$ cat src/source/display_pkg.sv
/* Shared geometry, framebuffer sizing and pixel types for the scaled display.
   Modules pull these in with a wildcard import in their header. */

package display_pkg;

    // horizontal timing, in pixel columns
    localparam int H_ACTIVE     = 40;  // visible columns
    localparam int H_SYNC_START = 44;  // first hsync column
    localparam int H_SYNC_END   = 48;  // first column after hsync
    localparam int H_TOTAL      = 52;  // columns per line

    // vertical timing, in lines
    localparam int V_ACTIVE     = 30;  // visible lines
    localparam int V_SYNC_START = 31;  // first vsync line
    localparam int V_SYNC_END   = 33;
    localparam int V_TOTAL      = 34;  // lines per frame

    // framebuffer
    localparam int FB_WIDTH  = 16;  // pixels per fb row
    localparam int FB_HEIGHT = 12;  // fb rows
    localparam int FB_SCALE  = 2;   // same factor both directions
    localparam int FB_PIXELS = FB_WIDTH * FB_HEIGHT;

    // colour widths
    localparam int CIDXW = 4;  // bits per colour index
    localparam int CHANW = 4;  // bits per channel

    // counter to panel: lb read, palette read, output reg
    localparam int PIX_LAT = 3;

    typedef logic [5:0]         coord_t;    // screen x or y
    typedef logic [7:0]         fb_addr_t;  // covers FB_PIXELS
    typedef logic [3:0]         lb_addr_t;  // covers FB_WIDTH
    typedef logic [CIDXW-1:0]   cidx_t;
    // red in top nibble, then green, then blue
    typedef logic [3*CHANW-1:0] colr_t;

endpackage
$ cat src/source/scaled_display.sv
/* Top of the scaled framebuffer display. Framebuffer and palette are loaded
   through their write ports; the panel gets sync and 4-bit RGB at one pixel/cycle. */

`timescale 1ns/1ns

module scaled_display
    import display_pkg::*;
(
    input  logic             clk_sys,
    input  logic             rst,
    input  logic             fb_we,      // framebuffer write
    input  fb_addr_t         fb_waddr,
    input  cidx_t            fb_wdata,
    input  logic             pal_we,     // palette write
    input  cidx_t            pal_waddr,
    input  colr_t            pal_wdata,
    output logic             hsync,
    output logic             vsync,
    output logic [CHANW-1:0] vga_r,
    output logic [CHANW-1:0] vga_g,
    output logic [CHANW-1:0] vga_b
);

    coord_t   sx, sy;
    logic     de, hsync_raw, vsync_raw;
    logic     line;
    fb_addr_t fb_raddr;
    cidx_t    fb_cidx;
    logic     lb_we;
    lb_addr_t lb_waddr;
    cidx_t    lb_wdata;
    logic     row_done;
    cidx_t    lb_cidx;   // index for current pixel
    colr_t    colr;      // palette colour

    display_timing u_timing (
        .clk_sys, .rst, .sx, .sy, .de, .hsync_raw, .vsync_raw, .line, .frame ()
    );

    fb_row_fetch u_fetch (
        .clk_sys, .rst, .line, .sy, .fb_raddr, .fb_cidx,
        .lb_we, .lb_waddr, .lb_wdata, .row_done
    );

    bram_sdp #(.data_t(cidx_t), .DEPTH(FB_PIXELS)) u_fb (
        .clk_sys,
        .we         (fb_we),
        .addr_write (fb_waddr),
        .data_in    (fb_wdata),
        .addr_read  (fb_raddr),
        .data_out   (fb_cidx)
    );

    linebuffer u_lb (
        .clk_sys, .rst, .line, .row_done, .lb_we, .lb_waddr, .lb_wdata, .sx, .lb_cidx
    );

    // one palette entry per colour index
    bram_sdp #(.data_t(colr_t), .DEPTH(2**CIDXW)) u_pal (
        .clk_sys,
        .we         (pal_we),
        .addr_write (pal_waddr),
        .data_in    (pal_wdata),
        .addr_read  (lb_cidx),
        .data_out   (colr)
    );

    pixel_out u_out (
        .clk_sys, .rst, .sx, .sy, .de, .hsync_raw, .vsync_raw, .colr,
        .hsync, .vsync, .vga_r, .vga_g, .vga_b
    );

endmodule

$ cat src/source/pixel_out.sv
/* Panel output stage: delays sync, enable and paint area to line up with the
   palette colour, blanks outside the image and registers the panel pins. */

`timescale 1ns/1ns

module pixel_out
    import display_pkg::*;
(
    input  logic             clk_sys,
    input  logic             rst,
    input  coord_t           sx,
    input  coord_t           sy,
    input  logic             de,
    input  logic             hsync_raw,
    input  logic             vsync_raw,
    input  colr_t            colr,    // two cycles behind sx
    output logic             hsync,
    output logic             vsync,
    output logic [CHANW-1:0] vga_r,
    output logic [CHANW-1:0] vga_g,
    output logic [CHANW-1:0] vga_b
);

    logic                 paint;      // inside scaled image
    logic [PIX_LAT-2:0]   hs_dly;     // first stages of delay line
    logic [PIX_LAT-2:0]   vs_dly;
    logic [PIX_LAT-2:0]   de_dly;
    logic [PIX_LAT-2:0]   paint_dly;
    logic                 show;       // colour allowed this cycle

    assign paint = (sx < FB_WIDTH * FB_SCALE) && (sy < FB_HEIGHT * FB_SCALE);
    assign show  = de_dly[PIX_LAT-2] && paint_dly[PIX_LAT-2];

    // output register is the last of the PIX_LAT stages
    always_ff @(posedge clk_sys) begin
        if (rst) begin
            hs_dly    <= '1;  // sync idle high
            vs_dly    <= '1;
            de_dly    <= '0;
            paint_dly <= '0;
            hsync     <= 1'b1;
            vsync     <= 1'b1;
            vga_r     <= '0;
            vga_g     <= '0;
            vga_b     <= '0;
        end else begin
            hs_dly    <= {hs_dly[PIX_LAT-3:0], hsync_raw};
            vs_dly    <= {vs_dly[PIX_LAT-3:0], vsync_raw};
            de_dly    <= {de_dly[PIX_LAT-3:0], de};
            paint_dly <= {paint_dly[PIX_LAT-3:0], paint};
            hsync     <= hs_dly[PIX_LAT-2];
            vsync     <= vs_dly[PIX_LAT-2];
            vga_r     <= show ? colr[3*CHANW-1:2*CHANW] : '0;  // black in border
            vga_g     <= show ? colr[2*CHANW-1:CHANW]   : '0;
            vga_b     <= show ? colr[CHANW-1:0]         : '0;
        end
    end

endmodule

$ cat src/source/linebuffer.sv
/* Ping-pong linebuffer: one bank fills from the fetcher while the other is shown.
   Display reads map screen column to buffer column for horizontal scaling. */

`timescale 1ns/1ns

module linebuffer
    import display_pkg::*;
(
    input  logic     clk_sys,
    input  logic     rst,
    input  logic     line,      // line start, swaps display bank
    input  logic     row_done,  // fill finished, swaps write bank
    input  logic     lb_we,
    input  lb_addr_t lb_waddr,
    input  cidx_t    lb_wdata,
    input  coord_t   sx,
    output cidx_t    lb_cidx    // one cycle after sx
);

    logic     wr_bank;    // bank being filled
    logic     done_bank;  // last completed bank
    logic     disp_bank;  // bank on screen
    lb_addr_t rd_col;     // scaled read column
    cidx_t    q0, q1;     // bank read data

    // bank select state
    always_ff @(posedge clk_sys) begin
        if (rst) begin
            wr_bank   <= 1'b0;
            done_bank <= 1'b1;
            disp_bank <= 1'b1;
        end else begin
            if (row_done) begin
                done_bank <= wr_bank;
                wr_bank   <= !wr_bank;
            end
            if (line) begin
                disp_bank <= done_bank;  // take effect from column 1
            end
        end
    end

    // x / scale, off-image columns fold but are never painted
    assign rd_col = lb_addr_t'(sx / FB_SCALE);

    bram_sdp #(.data_t(cidx_t), .DEPTH(FB_WIDTH)) u_bank0 (
        .clk_sys,
        .we         (lb_we && !wr_bank),
        .addr_write (lb_waddr),
        .data_in    (lb_wdata),
        .addr_read  (rd_col),
        .data_out   (q0)
    );

    bram_sdp #(.data_t(cidx_t), .DEPTH(FB_WIDTH)) u_bank1 (
        .clk_sys,
        .we         (lb_we && wr_bank),
        .addr_write (lb_waddr),
        .data_in    (lb_wdata),
        .addr_read  (rd_col),
        .data_out   (q1)
    );

    // column 0 data arrives after the bank swap
    assign lb_cidx = disp_bank ? q1 : q0;

endmodule

$ cat src/source/fb_row_fetch.sv
/* Framebuffer row fetcher: at each line start, checks whether the next line begins
   a new scaled row and, if so, streams that fb row into the linebuffer. */

`timescale 1ns/1ns

module fb_row_fetch
    import display_pkg::*;
(
    input  logic     clk_sys,
    input  logic     rst,
    input  logic     line,      // line start strobe
    input  coord_t   sy,
    output fb_addr_t fb_raddr,  // framebuffer read address
    input  cidx_t    fb_cidx,   // fb data, one cycle after fb_raddr
    output logic     lb_we,
    output lb_addr_t lb_waddr,
    output cidx_t    lb_wdata,
    output logic     row_done   // cycle after last lb write
);

    coord_t   next_line;  // line after the current one
    logic     need_row;   // next line starts a new fb row
    logic     busy;       // issuing reads
    lb_addr_t col;        // read column
    fb_addr_t row_base;   // first fb address of the row
    lb_addr_t wcol;       // column of returning data

    always_comb begin
        next_line = (sy == coord_t'(V_TOTAL - 1)) ? '0 : sy + 1'b1;
        need_row  = (next_line < FB_HEIGHT * FB_SCALE) && (next_line % FB_SCALE == 0);
    end

    assign fb_raddr = row_base + fb_addr_t'(col);  // base plus column

    // read side, FB_WIDTH consecutive addresses
    always_ff @(posedge clk_sys) begin
        if (rst) begin
            busy <= 1'b0;
            col  <= '0;
        end else if (busy) begin
            col  <= col + 1'b1;
            busy <= (col != lb_addr_t'(FB_WIDTH - 1));  // stop after last column
        end else if (line && need_row) begin
            busy <= 1'b1;
            col  <= '0;
        end
    end

    // row base held for the whole burst
    always_ff @(posedge clk_sys) begin
        if (!busy && line && need_row) begin
            row_base <= fb_addr_t'((next_line / FB_SCALE) * FB_WIDTH);
        end
    end

    // write side trails reads by the fb latency
    always_ff @(posedge clk_sys) begin
        if (rst) begin
            lb_we    <= 1'b0;
            row_done <= 1'b0;
        end else begin
            lb_we    <= busy;
            row_done <= lb_we && (wcol == lb_addr_t'(FB_WIDTH - 1));
        end
        wcol <= col;  // payload, follows the read
    end

    assign lb_waddr = wcol;
    assign lb_wdata = fb_cidx;  // memory output is already registered

endmodule

$ cat src/source/display_timing.sv
/* Frame timing for the small panel mode: column and line counters plus decoded
   sync, data enable and the line and frame start strobes. */

`timescale 1ns/1ns

module display_timing
    import display_pkg::*;
(
    input  logic   clk_sys,
    input  logic   rst,
    output coord_t sx,         // current column
    output coord_t sy,         // current line
    output logic   de,         // inside visible area
    output logic   hsync_raw,  // active low, undelayed
    output logic   vsync_raw,  // active low, undelayed
    output logic   line,       // one cycle at column 0
    output logic   frame       // one cycle at 0,0
);

    logic last_col;  // end of line reached
    logic last_line;

    assign last_col  = (sx == coord_t'(H_TOTAL - 1));
    assign last_line = (sy == coord_t'(V_TOTAL - 1));

    // free-running counters, 0,0 straight after reset
    always_ff @(posedge clk_sys) begin
        if (rst) begin
            sx <= '0;
            sy <= '0;
        end else begin
            if (last_col) begin
                sx <= '0;
                sy <= last_line ? '0 : sy + 1'b1;  // wrap at V_TOTAL
            end else begin
                sx <= sx + 1'b1;
            end
        end
    end

    // decode from current counts
    always_comb begin
        de        = (sx < H_ACTIVE) && (sy < V_ACTIVE);
        hsync_raw = !((sx >= H_SYNC_START) && (sx < H_SYNC_END));
        vsync_raw = !((sy >= V_SYNC_START) && (sy < V_SYNC_END));
        line      = (sx == '0);
        frame     = (sx == '0) && (sy == '0);
    end

endmodule

$ cat src/source/bram_sdp.sv
/* Simple dual-port inferred memory, one write port and one registered read port.
   Payload type and depth are parameters; used for framebuffer, linebuffer, palette. */

`timescale 1ns/1ns

module bram_sdp #(
    parameter type data_t = logic [7:0],  // stored payload
    parameter int  DEPTH  = 256           // number of entries
) (
    input  logic                     clk_sys,
    input  logic                     we,          // write strobe
    input  logic [$clog2(DEPTH)-1:0] addr_write,
    input  data_t                    data_in,
    input  logic [$clog2(DEPTH)-1:0] addr_read,
    output data_t                    data_out     // valid cycle after addr_read
);

    data_t mem [DEPTH];  // storage array, no init

    // write lands at the edge, visible to reads from next cycle
    always_ff @(posedge clk_sys) begin
        if (we) begin
            mem[addr_write] <= data_in;
        end
    end

    // read-during-write returns old contents
    always_ff @(posedge clk_sys) begin
        data_out <= mem[addr_read];
    end

endmodule

$ cat config.mk
export PLATFORM = sky130hd
export DESIGN_NAME = scaled_display
export DESIGN_NICKNAME = d
export VERILOG_FILES = /design/src/source/display_pkg.sv /design/src/source/scaled_display.sv /design/src/source/pixel_out.sv /design/src/source/linebuffer.sv /design/src/source/fb_row_fetch.sv /design/src/source/display_timing.sv /design/src/source/bram_sdp.sv
export SDC_FILE = /design/constraint.sdc
export NUM_CORES = 1
export LEC_CHECK = 0
export BUFFER_PORTS_ARGS = -buffer_cell sky130_fd_sc_hd__buf_2
export CORE_ASPECT_RATIO = 0.75
export CORE_MARGIN = 3
export CORE_UTILIZATION = 63
export CTS_CLUSTER_SIZE = 10
export DETAILED_ROUTE_END_ITERATION = 6
export MAX_ROUTING_LAYER = met4
export PLACE_DENSITY = 0.79
export SLEW_MARGIN = 0
export SYNTH_ARGS = -nofsm -noshare
export SYNTH_HDL_FRONTEND = slang
export SYNTH_SLANG_ARGS = --single-unit
export TNS_END_PERCENT = 50
$ cat constraint.sdc
create_clock -name clk_sys -period 6.91 [get_ports clk_sys]
set_clock_uncertainty 0.15 [all_clocks]
set_input_delay 0.3455 -clock clk_sys [delete_from_list [all_inputs] [get_ports clk_sys]]
set_output_delay 0.3455 -clock clk_sys [all_outputs]
set_load 0.005 [all_outputs]
## Yosys cells after proc, flatten, opt, wreduce, memory -nomap -nowiden

Memories as Yosys holds them, arrays and structs flattened. A register that Yosys moved wholly into a read port is not among the register bits.
Index checks and enable logic that the tools add are counted.
Widths: inputs -> output; s select.

| word-level totals | value |
|---|---|
| bits in registers | 52 |
| memory bits (writable) | 1088 |
| input bits | 32 |
| output and inout bits | 14 |
| word-level logic and storage cells | 77 |
| memories kept | 4 |

| operators by class | value |
|---|---|
| add/sub/neg operators | 4 |
| order comparisons | 9 |
| equal/unequal tests | 4 |
| muxes and demuxes | 14 |
| bitwise logic cells | 1 |
| reductions and logical operators | 21 |

Memories:

| name | words | width | read ports | clocked after memory_dff | write ports | line | source |
|---|---|---|---|---|---|---|---|
| u_fb.mem | 192 | 4 | 1 | 1 | 1 | bram_sdp.sv:18 | `data_t mem [DEPTH];` |
| u_pal.mem | 16 | 12 | 1 | 1 | 1 | bram_sdp.sv:18 |  |
| u_lb.u_bank0.mem | 16 | 4 | 1 | 1 | 1 | bram_sdp.sv:18 |  |
| u_lb.u_bank1.mem | 16 | 4 | 1 | 1 | 1 | bram_sdp.sv:18 |  |

Operators with widths:

| cell | number |
|---|---|
| $logic_not 32->1 | 1 |
| $lt 6x6->1 const B | 4 |
| $lt 6x5->1 const B | 3 |
| $add 6x1->6 const B | 2 |
| $eq 6x6->1 const B | 2 |
| $logic_and 1x1->1 | 12 |
| $mux 4 | 3 |
| $mux 1 | 10 |
| $add 8x4->8 | 1 |
| $ge 6x5->1 const B | 1 |
| $ge 6x6->1 const B | 1 |
| $logic_not 6->1 | 1 |
| $mux 6 | 1 |
| $add 4x1->4 const B | 1 |
| $eq 4x4->1 const B | 1 |
| $logic_not 1->1 | 4 |
| $ne 4x4->1 const B | 1 |
| $reduce_or 2->1 | 2 |
| $reduce_bool 2->1 | 1 |
| $not 1->1 | 1 |

## Longest topological paths before layout

| logic depth | value |
|---|---|
| depth in word-level cells | 7 |
| depth in mapped cells | 10 |
| depth with buffers taken out | 7 |

## Modules after synthesis

From an unflattened synthesis, not the netlist that was laid out.

| second synthesis, totals | value |
|---|---|
| cells, all modules | 2346 |
| area total of the unflattened synthesis | 45818.9 µm² |

Modules (own cells, without submodules):

| module | instances | cells an instance | area each (µm²) | sequential area each (µm²) |
|---|---|---|---|---|
| bram_sdp (u_fb) | 1 | 1551 | 30630.6 | 23142.2 |
| bram_sdp (u_pal) | 1 | 329 | 7599.8 | 6005.8 |
| bram_sdp (u_lb.u_bank0 ...) | 2 | 130 | 2666.3 | 2001.9 |
| display_timing | 1 | 75 | 716.9 | 240.2 |
| fb_row_fetch | 1 | 68 | 701.9 | 340.3 |
| pixel_out | 1 | 48 | 676.9 | 440.4 |
| linebuffer | 1 | 15 | 160.2 | 60.1 |

## Worst setup path before layout

No wires, ideal clock.

| path | value |
|---|---|
| path kind | in2reg |
| from | input port pal_waddr[3] |
| to | memory u_pal.mem[0][0] (netlist bit) (enable) |
| library setup time | 396 ps |
| arrival time | 1724 ps |
| slack | 4640 ps |
| cell stages on the path | 2 |
| cell sequence | or3b_2 > nor3_1 |

RTL lines:

| item | line | source |
|---|---|---|
| from (decl) | scaled_display.sv:15 | `input cidx_t pal_waddr,` |
| to (decl) | bram_sdp.sv:18 |  |

Straight into the memory's write port.

## Worst setup path after layout

| path | value |
|---|---|
| from | register u_fetch.col[0] |
| to | register u_fb.data_out[3] (netlist bit), read port of u_fb.mem |

| between the ends | value |
|---|---|
| longest elaborated chain between the ends | 1 |

Ends and longest elaborated chain:

| item | line | source |
|---|---|---|
| from (decl) | fb_row_fetch.sv:24 | `lb_addr_t col;` |
| from (signal assigned) | fb_row_fetch.sv:41 | `col <= col + 1'b1;` |
| $add 8x4->8 | fb_row_fetch.sv:33 | `assign fb_raddr = row_base + fb_addr_t'(col);` |
| to (decl) | bram_sdp.sv:15 | `output data_t data_out` |

No other way between the ends.
A chain may end at the register's enable or synchronous reset.

==> flow_metrics.py <==
metrics = {
    "critical_path": {
        "crit_arrival_ns": 3.99,
        "path_cells": "buf_12 -> nand2_1 -> o22ai_1 -> o21ai_0 -> a41oi_1 -> o21a_1 -> a311oi_1",
        "worst_ep_required_time_ns": 7.31,
        "start_kind": "flop",
        "worstSetupPathType": "reg -> reg",
        "worst-path-max-fanout": 59,
        "path_buf_inv": 1,
        "cpLargestDelayFamily": "compound AO/OA/AOI/OAI gates",
        "path_depth": 7,
        "reg2reg_depth": 7,
        "cp_slowest_stage_delay_ns": 0.91,
        "endpoint_kind": "flop",
        "crit_path_top_delay_cell": "dfxtp_4",
    },
    "route": {
        "vias_per_cell": 6.80,
        "wl_per_cell_um": 29.8,
        "drcViolationCount": 0,
        "antenna_left": 0,
        "vias": 23600,
        "totalWireLength_mm": 104,
        "drt_iter0_drc": 3818,
        "drt-pass1-iter-count": 6,
    },
    "cts": {
        "postCtsSetupBuffers": 0,
        "cts_root_buf": "clkbuf_16",
        "clk_latency_ns": 0.73,
        "hold_buffers": 23,
        "clockBufferDepth": 3,
        "cts_resized": 0,
        "clkSinkCount": 1164,
        "cts_buffers": 134,
        "cts_htree_levels": 4,
        "clk_pin_slew_ns": 0.05,
        "cts_tree": "done",
    },
    "power_and_ir_drop": {
        "p_leak_nw": 15.6,
        "pwr_density_cell_mw_per_mm2": 288,
        "peakVddDrop_v": 0.000214,
    },
    "place": {
        "gp_congestion": 0.897,
        "pre_cts_slack_ns": 3.24,
        "place_hpwl_mm": 59.3,
        "io_buffer_count": 45,
    },
    "sta": {
        "finalSetupTns_ns": 0,
        "relSlewSlack_pct": 4.30,
        "fmax_ghz": 0.279,
        "slew_violations": 0,
        "period_share_pct": 51.8,
        "setup-violations-final": 0,
        "hold_viol_final": 0,
        "rsz0062_at_grt": "no",
        "layout_setup_ws_ns": 3.33,
        "worst_pin_slew_ns": 1.43,
        "fin_crit_ns": 3.58,
    },
    "global_routing": {
        "grt_pass1_wl_mm": 155,
        "track_usage_pct": 29.3,
        "antenna_found_initial": 2,
        "grt-ovfl-total": 0,
        "grt_max_degree": 139,
        "grt_pass1_vias": 23600,
    },
    "cells_and_area": {
        "area_delta_synth_final_pct": 11.3,
        "final_common_cell": "edfxtp_1",
        "drive_gt1_share_pct": 21.4,
        "fin_nets": 2494,
        "final_cell_mix": "1092 x edfxtp_1, 254 x mux4_2, 253 x nor2_1",
    },
    "synthesis": {
        "syn_area_sq_mm": 0.0453,
        "synth_area_per_cell_sq_um": 19.3,
        "synth_cell_types": 59,
        "synth_nets": 2385,
        "async_reset_ff_share_pct": 0,
        "syn_inst": 2347,
        "synth_edf_count": 1092,
        "synthFlopType": "edfxtp_1",
        "yosys_warnings": 0,
        "yosysSeqAreaShare_pct": 75.5,
        "ys_seq_elements": 1164,
    },
    "flow_run": {
        "cap_viol_max_count": 0,
    },
    "die": {
        "rows": 84,
        "die_y_um": 238,
        "ios": 46,
        "fp.coreArea_sq_mm": 0.0706,
        "dieArea_sq_mm": 0.0752,
        "start_util_pct": 64.2,
        "die_x_um": 316,
    },
    "worst_hold_path": {
        "min_path_type": "in -> reg",
        "hold-path-cell-count": 1,
    },
    "run_status": {
        "status": "finished, final reports clean",
    },
}
[synth_stat cells, types with 3 or more instances]
cell	n	share of area, %
xnor2_1	6	0.12
nand3_1	29	0.32
nor2b_1	18	0.25
mux2_2	22	0.55
nand4_1	9	0.12
a22oi_1	42	0.70
nand3b_1	3	0.050
o21ai_1	3	0.033
a21oi_1	21	0.23
mux4_2	254	13
buf_6	12	0.30
nor3_1	26	0.29
nand2b_1	14	0.19
ha_1	6	0.17
a221oi_1	8	0.15
a31oi_1	14	0.19
dfxtp_1	72	3.2
edfxtp_1	1092	72
o22ai_1	13	0.18
nand2_1	80	0.66
xor2_1	3	0.058
inv_1	11	0.091
o21ai_0	18	0.20
mux2i_1	86	1.9
a22o_1	14	0.27
a211oi_1	12	0.20
clkbuf_1	59	0.49
nor2_1	262	2.2
or2_2	8	0.11
a311oi_1	5	0.097
and2_0	7	0.097
buf_2	35	0.39
buf_4	18	0.30
and2_1	25	0.35
and3_1	6	0.083
[metrics by stage]
stage	cell area, sq um	utilization (%)	total power [mW]	std cells	hold WS, ns
5_1_grt	50500	71.5	14.9	3474	0.0683
2_1_floorplan	45300	-	8.17	2347	0.176
4_1_cts	50500	71.4	14.6	3473	0.00855
3_3_place_gp	46400	65.7	8.34	3243	0.243
6_report	50500	71.5	14.5	3474	0.0764
3_5_place_dp	46400	65.7	8.36	3243	0.247
[layer usage]
metal,vias up,routed length [um],track usage [%]
met4,0,2850,9.48
li1,9654,-,-
met5,-,0,-
met3,240,12700,7.72
met2,1653,47400,41.2
met1,12100,40700,42.9
[path summary, 6_finish.rpt]
check | slack (ns) | end | startpoint
setup / recovery | 3.33 | u_fb.data_out[3] | u_fetch.col[0]
setup reg to reg | 3.33 | u_fb.data_out[3] | u_fetch.col[0]
hold reg to reg | 0.25 | u_out.vsync | u_out.vs_dly[1]
hold / removal | 0.08 | u_fb.mem[154][2] | fb_wdata[2]
[kinds of logic (layout without fill, tap and decap cells)]
group,Yosys count,after routing,share of synthesized area [%]
multiplexers,362,362,15.1
AND/OR/NAND/NOR,499,499,4.89
AO/OA/AOI/OAI,165,165,2.55
flip-flops,1164,1164,75.5
other,0,1,0
XOR/XNOR,9,9,0.174
adder cells (fa/ha/maj),6,6,0.166
buffers and inverters,142,322,1.63
[report_power, final]
part / total [mW] / switching, mW / internal (mW)
Clock: 6.32 / 2.65 / 3.67
Sequential: 7.78 / 0.0233 / 7.76
Combinational: 0.446 / 0.281 / 0.165
Total: 14.5 / 2.96 / 11.6
[state kept, by name (all words and copies together) (netlist names), 6 cells and up]
| signal | cells |
|---|---|
| u_lb.u_bank1.mem | 64 |
| u_timing.sx | 6 |
| u_lb.u_bank0.mem | 64 |
| u_timing.sy | 6 |
| u_pal.data_out | 12 |
| u_fb.mem | 768 |
| u_pal.mem | 192 |
[worst register-to-register path, cell delays in order, from the launching register on]
cell and delay [ns]:
dfxtp_4 0.91, buf_12 0.47, nand2_1 0.66, o22ai_1 0.36
o21ai_0 0.21, a41oi_1 0.41, o21a_1 0.19, a311oi_1 0.05
[area by class of cell]
type,instances,area [sq um]
antenna,1,2.50
clock buffer,197,3700
clock inverter,10,109
fill,4064,20200
inverter,13,48.8
multi-input combinational,1041,10400
sequential,1164,34200
tap,946,1180
timing repair buffer,102,746
Note: power is estimated with default switching activity, not from simulation.
